**src/hw/CoreTypes.sv**
```systemverilog
// Core slice shared definitions
// Opcodes, the two-view instruction word and the sizing constants
package CoreTypes;

    localparam int DATA_WIDTH = 16;
    localparam int REG_NUM = 16;
    localparam int REG_NUM_WIDTH = $clog2(REG_NUM);
    localparam int AX_LEVEL_WIDTH = 4;

    // Queue depth is also the sender's credit count after reset
    localparam int INST_QUEUE_DEPTH = 4;
    localparam int QUEUE_PTR_WIDTH = $clog2(INST_QUEUE_DEPTH);

    // Multiplier retires MUL_STEP_BITS multiplier bits per cycle
    localparam int MUL_CYCLES = 4;
    localparam int MUL_STEP_BITS = DATA_WIDTH / MUL_CYCLES;
    localparam int MUL_COUNT_WIDTH = $clog2(MUL_CYCLES);

    typedef logic [REG_NUM_WIDTH-1:0] RegNumPath;
    typedef logic [DATA_WIDTH-1:0] DataPath;

    typedef enum logic [3:0] {
        ADD  = 4'h0,
        SUB  = 4'h1,
        AND  = 4'h2,
        OR   = 4'h3,
        XOR  = 4'h4,
        MUL  = 4'h5,
        ADDI = 4'h6,
        SLLI = 4'h7,
        NOP  = 4'hF
    } OpCode;

    // Both views keep the opcode in the top nibble
    typedef union packed {
        struct packed {
            OpCode opcode;
            RegNumPath rd;
            RegNumPath rs1;
            RegNumPath rs2;
        } rType;
        struct packed {
            OpCode opcode;
            RegNumPath rd;
            RegNumPath rs1;
            logic [REG_NUM_WIDTH-1:0] imm;
        } iType;
    } InstWord;

endpackage
```
**src/hw/Core.sv**
```systemverilog
// Core slice top level
// Wires decode, execution and commit stages around the register file
`timescale 1ns/1ps

module Core (
    input  logic clk,
    input  logic rst,
    input  logic instValid,
    input  CoreTypes::InstWord instWord,
    input  logic axLevelEn,
    input  logic [CoreTypes::AX_LEVEL_WIDTH-1:0] axLevelData,
    output logic creditReturn,
    output logic commitValid,
    output CoreTypes::RegNumPath commitReg,
    output CoreTypes::DataPath commitData
);
    import CoreTypes::*;

    // Decode to execution
    logic issueValid;
    OpCode issueOp;
    RegNumPath issueRd;
    RegNumPath issueRs1;
    RegNumPath issueRs2;
    RegNumPath issueImm;
    logic issueUsesImm;
    logic execBusy;

    // Register file ports
    RegNumPath readAddrA;
    RegNumPath readAddrB;
    DataPath readDataA;
    DataPath readDataB;
    logic writeEnable;
    RegNumPath writeAddr;
    DataPath writeData;

    // Execution to commit
    logic resultValid;
    RegNumPath resultReg;
    DataPath resultData;

    DecodeStage idStage (
        .clk(clk),
        .rst(rst),
        .instValid(instValid),
        .instWord(instWord),
        .execBusy(execBusy),
        .creditReturn(creditReturn),
        .issueValid(issueValid),
        .issueOp(issueOp),
        .issueRd(issueRd),
        .issueRs1(issueRs1),
        .issueRs2(issueRs2),
        .issueImm(issueImm),
        .issueUsesImm(issueUsesImm)
    );

    ExecutionStage exStage (
        .clk(clk),
        .rst(rst),
        .issueValid(issueValid),
        .issueOp(issueOp),
        .issueRd(issueRd),
        .issueRs1(issueRs1),
        .issueRs2(issueRs2),
        .issueImm(issueImm),
        .issueUsesImm(issueUsesImm),
        .readDataA(readDataA),
        .readDataB(readDataB),
        .axLevelEn(axLevelEn),
        .axLevelData(axLevelData),
        .execBusy(execBusy),
        .readAddrA(readAddrA),
        .readAddrB(readAddrB),
        .resultValid(resultValid),
        .resultReg(resultReg),
        .resultData(resultData)
    );

    CommitStage cmStage (
        .clk(clk),
        .rst(rst),
        .resultValid(resultValid),
        .resultReg(resultReg),
        .resultData(resultData),
        .writeEnable(writeEnable),
        .writeAddr(writeAddr),
        .writeData(writeData),
        .commitValid(commitValid),
        .commitReg(commitReg),
        .commitData(commitData)
    );

    RegisterFile registerFile (
        .clk(clk),
        .rst(rst),
        .readAddrA(readAddrA),
        .readAddrB(readAddrB),
        .writeEnable(writeEnable),
        .writeAddr(writeAddr),
        .writeData(writeData),
        .readDataA(readDataA),
        .readDataB(readDataB)
    );

endmodule : Core

```
**src/hw/CommitStage.sv**
```systemverilog
// Commit stage
// Turns each execution result into a commit and a register file write
`timescale 1ns/1ps

module CommitStage (
    input  logic clk,
    input  logic rst,
    input  logic resultValid,
    input  CoreTypes::RegNumPath resultReg,
    input  CoreTypes::DataPath resultData,
    output logic writeEnable,
    output CoreTypes::RegNumPath writeAddr,
    output CoreTypes::DataPath writeData,
    output logic commitValid,
    output CoreTypes::RegNumPath commitReg,
    output CoreTypes::DataPath commitData
);

    // Write lands on the same edge that raises commitValid
    assign writeEnable = resultValid && (resultReg != '0);
    assign writeAddr = resultReg;
    assign writeData = resultData;

    always_ff @(posedge clk) begin
        if (rst) begin
            commitValid <= 1'b0;
        end else begin
            commitValid <= resultValid;
        end
    end

    // Register 0 commits but shows its architectural value
    always_ff @(posedge clk) begin
        if (resultValid) begin
            commitReg <= resultReg;
            commitData <= (resultReg == '0) ? '0 : resultData;
        end
    end

endmodule : CommitStage

```
**src/hw/ExecutionStage.sv**
```systemverilog
// Execution stage
// Operand bypass, single-cycle ALU, shift-add multiplier and
// approximation truncation of the arithmetic results
`timescale 1ns/1ps

module ExecutionStage (
    input  logic clk,
    input  logic rst,
    input  logic issueValid,
    input  CoreTypes::OpCode issueOp,
    input  CoreTypes::RegNumPath issueRd,
    input  CoreTypes::RegNumPath issueRs1,
    input  CoreTypes::RegNumPath issueRs2,
    input  CoreTypes::RegNumPath issueImm,
    input  logic issueUsesImm,
    input  CoreTypes::DataPath readDataA,
    input  CoreTypes::DataPath readDataB,
    input  logic axLevelEn,
    input  logic [CoreTypes::AX_LEVEL_WIDTH-1:0] axLevelData,
    output logic execBusy,
    output CoreTypes::RegNumPath readAddrA,
    output CoreTypes::RegNumPath readAddrB,
    output logic resultValid,
    output CoreTypes::RegNumPath resultReg,
    output CoreTypes::DataPath resultData
);
    import CoreTypes::*;

    logic [AX_LEVEL_WIDTH-1:0] axLevel;
    logic [AX_LEVEL_WIDTH-1:0] mulLevel;
    DataPath opA;
    DataPath opB;
    DataPath aluB;
    DataPath aluOut;
    logic aluTruncate;
    logic mulStart;
    logic mulActive;
    logic mulLast;
    logic [MUL_COUNT_WIDTH-1:0] mulCount;
    RegNumPath mulRd;
    DataPath mulAcc;
    DataPath mulCand;
    DataPath mulPlier;
    DataPath stepAcc;
    DataPath stepCand;
    DataPath stepPlier;
    DataPath stepSum;

    function automatic DataPath truncateLow(DataPath value, logic [AX_LEVEL_WIDTH-1:0] level);
        return value & (~DataPath'(0) << level);
    endfunction

    function automatic DataPath partialProduct(DataPath cand, logic [MUL_STEP_BITS-1:0] digit);
        DataPath sum;
        sum = '0;
        for (int i = 0; i < MUL_STEP_BITS; i++) begin
            if (digit[i]) begin
                sum = sum + (cand << i);
            end
        end
        return sum;
    endfunction

    assign readAddrA = issueRs1;
    assign readAddrB = issueRs2;

    // Busy from the issue cycle of a MUL until its last step
    assign mulStart = issueValid && (issueOp == MUL);
    assign mulLast = mulActive && (mulCount == MUL_COUNT_WIDTH'(1));
    assign execBusy = mulStart || mulActive;

    // Last result is not in the register file yet
    assign opA = (resultValid && resultReg == issueRs1 && issueRs1 != '0) ? resultData : readDataA;
    assign opB = (resultValid && resultReg == issueRs2 && issueRs2 != '0) ? resultData : readDataB;
    assign aluB = issueUsesImm ? DataPath'(issueImm) : opB;

    always_comb begin
        aluOut = '0;
        aluTruncate = 1'b0;
        case (issueOp)
            ADD, ADDI: begin
                aluOut = opA + aluB;
                aluTruncate = 1'b1;
            end
            SUB: begin
                aluOut = opA - aluB;
                aluTruncate = 1'b1;
            end
            AND: aluOut = opA & aluB;
            OR: aluOut = opA | aluB;
            XOR: aluOut = opA ^ aluB;
            SLLI: aluOut = opA << issueImm;
            default: aluOut = '0;
        endcase
    end

    // First step works on the freshly read operands
    assign stepAcc = mulActive ? mulAcc : '0;
    assign stepCand = mulActive ? mulCand : opA;
    assign stepPlier = mulActive ? mulPlier : opB;
    assign stepSum = stepAcc + partialProduct(stepCand, stepPlier[MUL_STEP_BITS-1:0]);

    always_ff @(posedge clk) begin
        if (rst) begin
            axLevel <= '0;
            mulActive <= 1'b0;
            mulCount <= '0;
            resultValid <= 1'b0;
        end else begin
            if (axLevelEn) begin
                axLevel <= axLevelData;
            end
            if (mulStart) begin
                mulActive <= 1'b1;
                mulCount <= MUL_COUNT_WIDTH'(MUL_CYCLES - 1);
                resultValid <= 1'b0;
            end else if (mulActive) begin
                mulCount <= mulCount - 1'b1;
                mulActive <= !mulLast;
                resultValid <= mulLast;
            end else begin
                resultValid <= issueValid;
            end
        end
    end

    always_ff @(posedge clk) begin
        if (mulStart) begin
            mulRd <= issueRd;
            mulLevel <= axLevel;
        end
        if (mulStart || mulActive) begin
            mulAcc <= stepSum;
            mulCand <= stepCand << MUL_STEP_BITS;
            mulPlier <= stepPlier >> MUL_STEP_BITS;
        end
        if (mulLast) begin
            resultReg <= mulRd;
            resultData <= truncateLow(stepSum, mulLevel);
        end else if (issueValid && !mulStart) begin
            resultReg <= issueRd;
            resultData <= aluTruncate ? truncateLow(aluOut, axLevel) : aluOut;
        end
    end

endmodule : ExecutionStage

```
**src/hw/DecodeStage.sv**
```systemverilog
// Decode stage
// Credit-fed instruction queue, format decode and issue to execution
`timescale 1ns/1ps

module DecodeStage (
    input  logic clk,
    input  logic rst,
    input  logic instValid,
    input  CoreTypes::InstWord instWord,
    input  logic execBusy,
    output logic creditReturn,
    output logic issueValid,
    output CoreTypes::OpCode issueOp,
    output CoreTypes::RegNumPath issueRd,
    output CoreTypes::RegNumPath issueRs1,
    output CoreTypes::RegNumPath issueRs2,
    output CoreTypes::RegNumPath issueImm,
    output logic issueUsesImm
);
    import CoreTypes::*;

    InstWord queueMem [INST_QUEUE_DEPTH];
    logic [QUEUE_PTR_WIDTH-1:0] writePtr;
    logic [QUEUE_PTR_WIDTH-1:0] readPtr;
    logic [QUEUE_PTR_WIDTH:0] count;
    InstWord head;
    logic pop;
    logic headIsR;
    logic headIsI;

    assign head = queueMem[readPtr];
    assign pop = (count != '0) && !execBusy;

    always_comb begin
        headIsR = 1'b0;
        headIsI = 1'b0;
        case (head.rType.opcode)
            ADD, SUB, AND, OR, XOR, MUL: headIsR = 1'b1;
            ADDI, SLLI: headIsI = 1'b1;
            // NOP and spare encodings are dropped
            default: ;
        endcase
    end

    always_ff @(posedge clk) begin
        if (instValid) begin
            queueMem[writePtr] <= instWord;
        end
    end

    always_ff @(posedge clk) begin
        if (rst) begin
            writePtr <= '0;
            readPtr <= '0;
            count <= '0;
            creditReturn <= 1'b0;
            issueValid <= 1'b0;
        end else begin
            if (instValid) begin
                writePtr <= writePtr + 1'b1;
            end
            if (pop) begin
                readPtr <= readPtr + 1'b1;
            end
            if (instValid && !pop) begin
                count <= count + 1'b1;
            end else if (!instValid && pop) begin
                count <= count - 1'b1;
            end
            // Dropped entries still hand their credit back
            creditReturn <= pop;
            issueValid <= pop && (headIsR || headIsI);
        end
    end

    // Opcode, rd and rs1 sit in the same bits in both views
    always_ff @(posedge clk) begin
        if (pop) begin
            issueOp <= head.rType.opcode;
            issueRd <= head.rType.rd;
            issueRs1 <= head.rType.rs1;
            if (headIsI) begin
                issueRs2 <= '0;
                issueImm <= head.iType.imm;
                issueUsesImm <= 1'b1;
            end else begin
                issueRs2 <= head.rType.rs2;
                issueImm <= '0;
                issueUsesImm <= 1'b0;
            end
        end
    end

endmodule : DecodeStage

```
**src/hw/RegisterFile.sv**
```systemverilog
// Register file
// Sixteen data registers, two combinational reads and one write
`timescale 1ns/1ps

module RegisterFile (
    input  logic clk,
    input  logic rst,
    input  CoreTypes::RegNumPath readAddrA,
    input  CoreTypes::RegNumPath readAddrB,
    input  logic writeEnable,
    input  CoreTypes::RegNumPath writeAddr,
    input  CoreTypes::DataPath writeData,
    output CoreTypes::DataPath readDataA,
    output CoreTypes::DataPath readDataB
);
    import CoreTypes::*;

    DataPath regs [REG_NUM];

    // Register 0 is hardwired to zero
    assign readDataA = (readAddrA == '0) ? '0 : regs[readAddrA];
    assign readDataB = (readAddrB == '0) ? '0 : regs[readAddrB];

    always_ff @(posedge clk) begin
        if (rst) begin
            for (int i = 0; i < REG_NUM; i++) begin
                regs[i] <= '0;
            end
        end else if (writeEnable && writeAddr != '0) begin
            regs[writeAddr] <= writeData;
        end
    end

endmodule : RegisterFile

```
**config.mk**
```make
export PLATFORM = sky130hd
export DESIGN_NAME = Core
export DESIGN_NICKNAME = d
export VERILOG_FILES = /design/src/hw/CoreTypes.sv /design/src/hw/Core.sv /design/src/hw/CommitStage.sv /design/src/hw/ExecutionStage.sv /design/src/hw/DecodeStage.sv /design/src/hw/RegisterFile.sv
export SDC_FILE = /design/constraint.sdc
export NUM_CORES = 1
export LEC_CHECK = 0
export CAP_MARGIN = 40
export CORE_AREA = 3 3 212 266
export CTS_BUF_LIST = sky130_fd_sc_hd__clkbuf_4
export DETAILED_ROUTE_END_ITERATION = 10
export DIE_AREA = 0 0 215 269
export DONT_BUFFER_PORTS = 1
export HOLD_SLACK_MARGIN = 0.03
export PLACE_DENSITY = 0.63
export SLEW_MARGIN = 20
export SYNTH_ARGS = -nofsm -noshare
export SYNTH_HDL_FRONTEND = slang
export SYNTH_SLANG_ARGS = --single-unit
```
**constraint.sdc**
```tcl
create_clock -name clk -period 7.2 [get_ports clk]
set_input_delay 1.44 -clock clk [delete_from_list [all_inputs] [get_ports clk]]
set_output_delay 1.44 -clock clk [all_outputs]
set_load 0.01 [all_outputs]
```
==> Yosys cells after proc, flatten, opt, wreduce, memory -nomap -nowiden <==
Memories as Yosys holds them, arrays and structs flattened. A register that Yosys moved wholly into a read port is not among the register bits.
Index checks and enable logic that the tools add are counted.
{ "classes": {"addsub": 11, "eq_ne": 17, "n_shift": 3, "n_mux": 44, "n_bitwise": 5, "reduce_logical": 38} }
{ "ops": {"columns": ["op", "count"], "rows": [
  ["$mux 16", 15],
  ["$pmux 16 s6", 1],
  ["$add 16x16->16", 5],
  ["$and 16x16->16", 3],
  ["$eq 4x3->1 const B", 8],
  ["$shl 16x4->16 const A", 2],
  ["$mux 4", 6],
  ["$logic_not 4->1", 5],
  ["$eq 4x2->1 const B", 4],
  ["$or 16x16->16", 1],
  ["$reduce_or 16->1", 1],
  ["$shl 16x4->16", 1],
  ["$sub 16x16->16", 1],
  ["$xor 16x16->16", 1],
  ["$mux 1", 15],
  ["$logic_and 1x1->1", 13],
  ["$mux 12", 1],
  ["$reduce_bool 4->1", 3],
  ["$eq 4x1->1 const B", 2],
  ["$eq 4x4->1", 2],
  ["$mux 2", 4],
  ["$mux 3", 2],
  ["$reduce_bool 2->1", 3],
  ["$reduce_or 2->1", 3],
  ["other kinds (10)", 16]
]} }
{ "word_totals": {"reg_bits": 127, "ram_bits": 320, "in_bits": 24, "word_cells": 146, "memories": 2} }
{ "memory_table": {"columns": ["memory", "words", "word_bits", "rd", "rd_clocked_by_memory_dff", "wr", "line", "rtl"], "rows": [
  ["registerFile.regs", 16, 16, 2, 2, 16, "RegisterFile.sv:18", "DataPath regs [REG_NUM];"],
  ["idStage.queueMem", 4, 16, 1, 1, 1, "DecodeStage.sv:22", "InstWord queueMem [INST_QUEUE_DEPTH];"]
]} }

==> Logic depth before layout (Yosys ltp) <==
{ "logic_depth": {"depth_word": 15, "depth_mapped": 37, "depth_no_buf": 36} }

==> Hierarchy <==
A second synthesis with hierarchy kept.
{ "unflattened": {"cells_unflattened": 2308, "area_unflattened_um2": 27061.0} }
{ "modules_own_cells": {"columns": ["mod", "n_inst", "cells_per_inst", "area_per_inst_um2"], "rows": [
  ["RegisterFile", 1, 932, 13117.6],
  ["ExecutionStage", 1, 1144, 9397.8],
  ["DecodeStage", 1, 165, 3503.4],
  ["CommitStage", 1, 67, 1042.2]
]} }

==> Worst setup path after synthesis <==
OpenSTA, ideal clock, no wires.
{ "synth_path": {"path_type": "register to register", "from": "register with a tool-made name", "to": "register exStage.resultData[14] (data pin)", "t_arrival_ns": 7.462, "required_ns": 6.944, "setup_slack_ns": -0.519, "path_stages_with_launch": 34, "n_path_buf": 2, "cell_sequence": "dfxtp_1 -> buf_6 -> buf_2 -> mux4_2 -> mux4_2 -> a22o_1 -> and3_1 -> ha_1 -> inv_1 -> fa_1 -> o21ai_0 -> ha_1 -> inv_1 -> fa_1 -> nor2b_1 -> o21ai_0 -> a21boi_0 -> o21ai_0 -> a21boi_0 -> o21ai_0 -> a21oi_1 -> nor2_1 -> xnor2_1 -> mux2_2 -> ha_1 -> and3_1 -> a2111oi_0 -> xor2_1 -> o21ai_0 -> ha_1 -> a21o_1 -> a31o_2 -> xor2_1 -> a22o_1"} }
{ "synth_lines": {"columns": ["element", "line", "rtl"], "rows": [
  ["to (signal assigned)", "ExecutionStage.sv:139", "resultData <= truncateLow(stepSum, mulLevel);"],
  ["to (signal assigned)", "ExecutionStage.sv:142", "resultData <= aluTruncate ? truncateLow(aluOut, axLevel) : aluOut;"],
  ["to (decl)", "ExecutionStage.sv:25", "output CoreTypes::DataPath resultData"]
]} }

==> summary.md <==
| Metric | Value |
|---|---|
| Status | `finished with violations` |
| Failing checks | `negative setup slack` |
| Drt first pass iters | `7` |
| Area of placed instances | `29400 um^2` |
| Seq cells post-synth | `457` |
| Mapped Area | `26900 um^2` |
| WL/cell | `25.3 um` |
| First-pass GRT wire length | `122000 um` |
| Final WS setup | `-0.254 ns` |
| Mapped Cells | `2115` |
| Post-DP HPWL | `57400 um` |
| Layout net count | `2537` |
| Vias/cell | `6.06` |
| Port bufs | `0` |
| Slew @ Worst Pin | `0.826 ns` |
| Share of post-route cells with drive strength above 1 | `32.0%` |
| Aggregate routed wire length | `81600 um` |
| GPL Wtd Cong | `0.944` |
| CP Capture Type | `flip-flop` |
| Hold wc startpoint | `idStage.issueRd[0]` |
| Die area | `57800 um^2` |
| Asr flop ratio synth | `0%` |
| Max-slew violation count | `0` |
| Number of synthesized flops with an enable pin | `429` |
| Total grt overflow | `0` |
| Yosys top cell area share | `47.8%` |
| Max-cap viol count | `0` |
| Post-layout min period | `7.45 ns` |
| Clock Skews | `0.0536 ns` |
| Max-Slew Margin vs Limit | `43.3%` |
| Gr usage total | `27.9%` |
| Multi-input logic area | `13300 um^2` |
| Fin crit share | `104%` |
| Area Growth Syn to Fin | `18.9%` |
| Clk buf depth | `3` |
| Fmax | `0.134 GHz` |
| Final setup violating endpoints | `5` |
| # fillers | `4323` |
| Largest net degree at the start of global routing | `52` |
| Final ANT Viol Nets | `0` |
| DRC | `0` |
| Yosys cell types | `77` |
| Min-delay worst type | `flip-flop to flip-flop` |
| Antenna violations before repair | `4` |
| Data arrival time of the worst path | `8.11 ns` |
| Max stage delay on crit path | `0.54 ns` |
| Critical-path top delay cell | `mux4_2` |
| FF+latch area | `13500 um^2` |
| Die height | `269 um` |
| Crit path kind | `flip-flop to flip-flop` |
| Core area | `53800 um^2` |
| CTS root buf | `clkbuf_4` |
| CTS Sinks | `457` |
| Synth area leader | `edfxtp_1` |
| Post-synthesis area per instance | `12.7 um^2` |
| RSZ-0062 raised after global routing | `yes` |
| Final Hold Fails | `0` |
| Data required, critical path | `7.85 ns` |
| CTS tree | `yes` |
| Post-synth top flop | `edfxtp_1` |
| CP Launch Type | `flip-flop` |
| Top Ports | `46` |
| 1st-iter DRT viols | `1672` |
| Clk Latency, worst-skew pair | `0.90 ns` |
| Clk slew on worst S/H paths | `0.08 ns` |
| H-tree levels | `3` |
| Num CTS Buffers | `112` |
| Cell area after layout | `32000 um^2` |
| Crit-path most repeated cell | `ha_4` |
| Hold_buf cts | `0` |
| Die X | `215 um` |
| Crit-path max FO | `5` |
| Ys Warns | `0` |
| Via count | `19505` |
| Top post-synthesis cells by area | `edfxtp_1 (48%), mux4_2 (13%), and2_1 (5.5%), ha_1 (5.0%), mux2i_1 (2.5%)` |
| Seq/Total Area, Yosys | `49.9%` |
| Vias in the first global route | `20217` |
| Initial core utilization | `50.0%` |
| Row Count | `95` |
==> per-layer routing <==
metal / GRT usage [%] / share of wire, % / wire [um]
met1: 33.5 / 37 / 30400
met2: 49.6 / 51 / 41300
met3: 4.52 / 6.9 / 5640
met4: 13.3 / 5.2 / 4270
met5: 0 / 0.021 / 17
==> critical path, delay by kind of cell (launching register included) <==
kind / cells / cell delay (ns)
AOI/OAI and AO/OA: 8 / 1.72
xor gates and xnor gates: 4 / 0.43
and+or+nand+nor: 10 / 1.17
muxes: 5 / 1.96
adders and majority gates: 4 / 1.10
buffers and inverters: 3 / 0.39
DFF: 1 / 0.40
==> placed cells by master (no fill, tap or decap), types with 11 or more instances in the layout <==
cell type / n
buf_12: 11
mux2i_1: 65
dfxtp_1: 23
o21ai_1: 17
ha_1: 90
a22o_1: 23
nand2_1: 105
o21ai_2: 13
nor2b_1: 33
a22oi_1: 34
and2_1: 238
nand2b_1: 14
nor2_1: 111
o21ai_0: 44
mux4_2: 152
mux2_2: 25
conb_1: 16
xnor2_1: 54
inv_1: 74
a21oi_1: 68
clkbuf_4: 168
edfxtp_1: 429
nand3_1: 18
buf_4: 269
ha_4: 13
nor3_1: 48
or2_2: 17
clkinv_1: 27
xor2_1: 22
==> timing repair <==
item                       CTS  global route
setup endpoints to repair   11            11
buffers inserted            24            26
pin swaps                   56            54
resized for setup           81            68
cloned                       2             0
==> synth_stat cells (17+ instances only) <==
cell      instances
xnor2_1          59
nand2_1         108
nor2b_1          36
or2_2            17
mux2i_1          68
inv_1            76
o21ai_0          66
a22o_1           27
dfxtp_1          28
nand3_1          20
ha_1            108
mux4_2          152
a22oi_1          34
nor3_1           54
xor2_1           23
nor2_1          115
mux2_2           32
and2_1          238
a21oi_1          78
edfxtp_1        429
clkbuf_1         97
buf_1            19
==> path summary, 6_finish.rpt <==
kind / end / slack (ns) / cells past startpoint
max: exStage.resultData[13] / -0.25 / 34
min: exStage.mulRd[0] / 0.46 / 0
max reg2reg: exStage.resultData[13] / -0.25 / 34
min reg2reg: exStage.mulRd[0] / 0.46 / 0
==> cell type report <==
class                   instances  share of cell area (%)
diodes                          4                  0.0313
clock buffers                 168                    3.94
clock inverters                36                   0.703
inverters                      78                   0.914
multi-input cells            1450                    41.6
flip-flops and latches        457                    42.0
well taps                     727                    2.84
repair buffers                300                    7.92
==> flip-flops by register name, summed over array words and instances, names as in the netlist, 12 cells and up, named ones only <==
| register | cells |
|---|---|
| registerFile.regs | 256 |
| idStage.queueMem | 64 |
| cmStage.commitData | 16 |
| exStage.mulAcc | 16 |
| exStage.resultData | 16 |
| exStage.mulCand | 12 |
| exStage.mulPlier | 12 |
==> cells by family (layout without fill, tap and decap cells) <==
family          Yosys count  after routing  share of synthesized area (%)
flops                   457            457                           49.9
other cells               1             20                         0.0139
compound gates          328            328                           8.13
simple gates            649            649                           12.8
buf+inv                 223            582                           3.58
xor+xnor                 83             83                           2.75
mux                     260            260                           17.4
fa+ha+maj               114            114                           5.46
==> per-stage QoR <==
stage | utilization (%) | hold slack, ns | std cells | setup slack [ns] | TNS (ns)
finish | 59.5 | 0.465 | 3220 | -0.254 | -0.677
CTS | 58.4 | 0.463 | 3190 | -0.101 | -0.200
floorplan | - | 0.406 | 2130 | 0.00792 | 0
detailed placement | 54.5 | 0.456 | 2960 | -0.513 | -3.18
global route | 59.5 | 0.473 | 3218 | -0.445 | -2.18
global placement | 54.2 | 0.444 | 2948 | -0.348 | -1.72
Power is left out: the tool's default activity adds up to more than one toggle a clock period on the data nets, which glitch-free logic cannot reach.
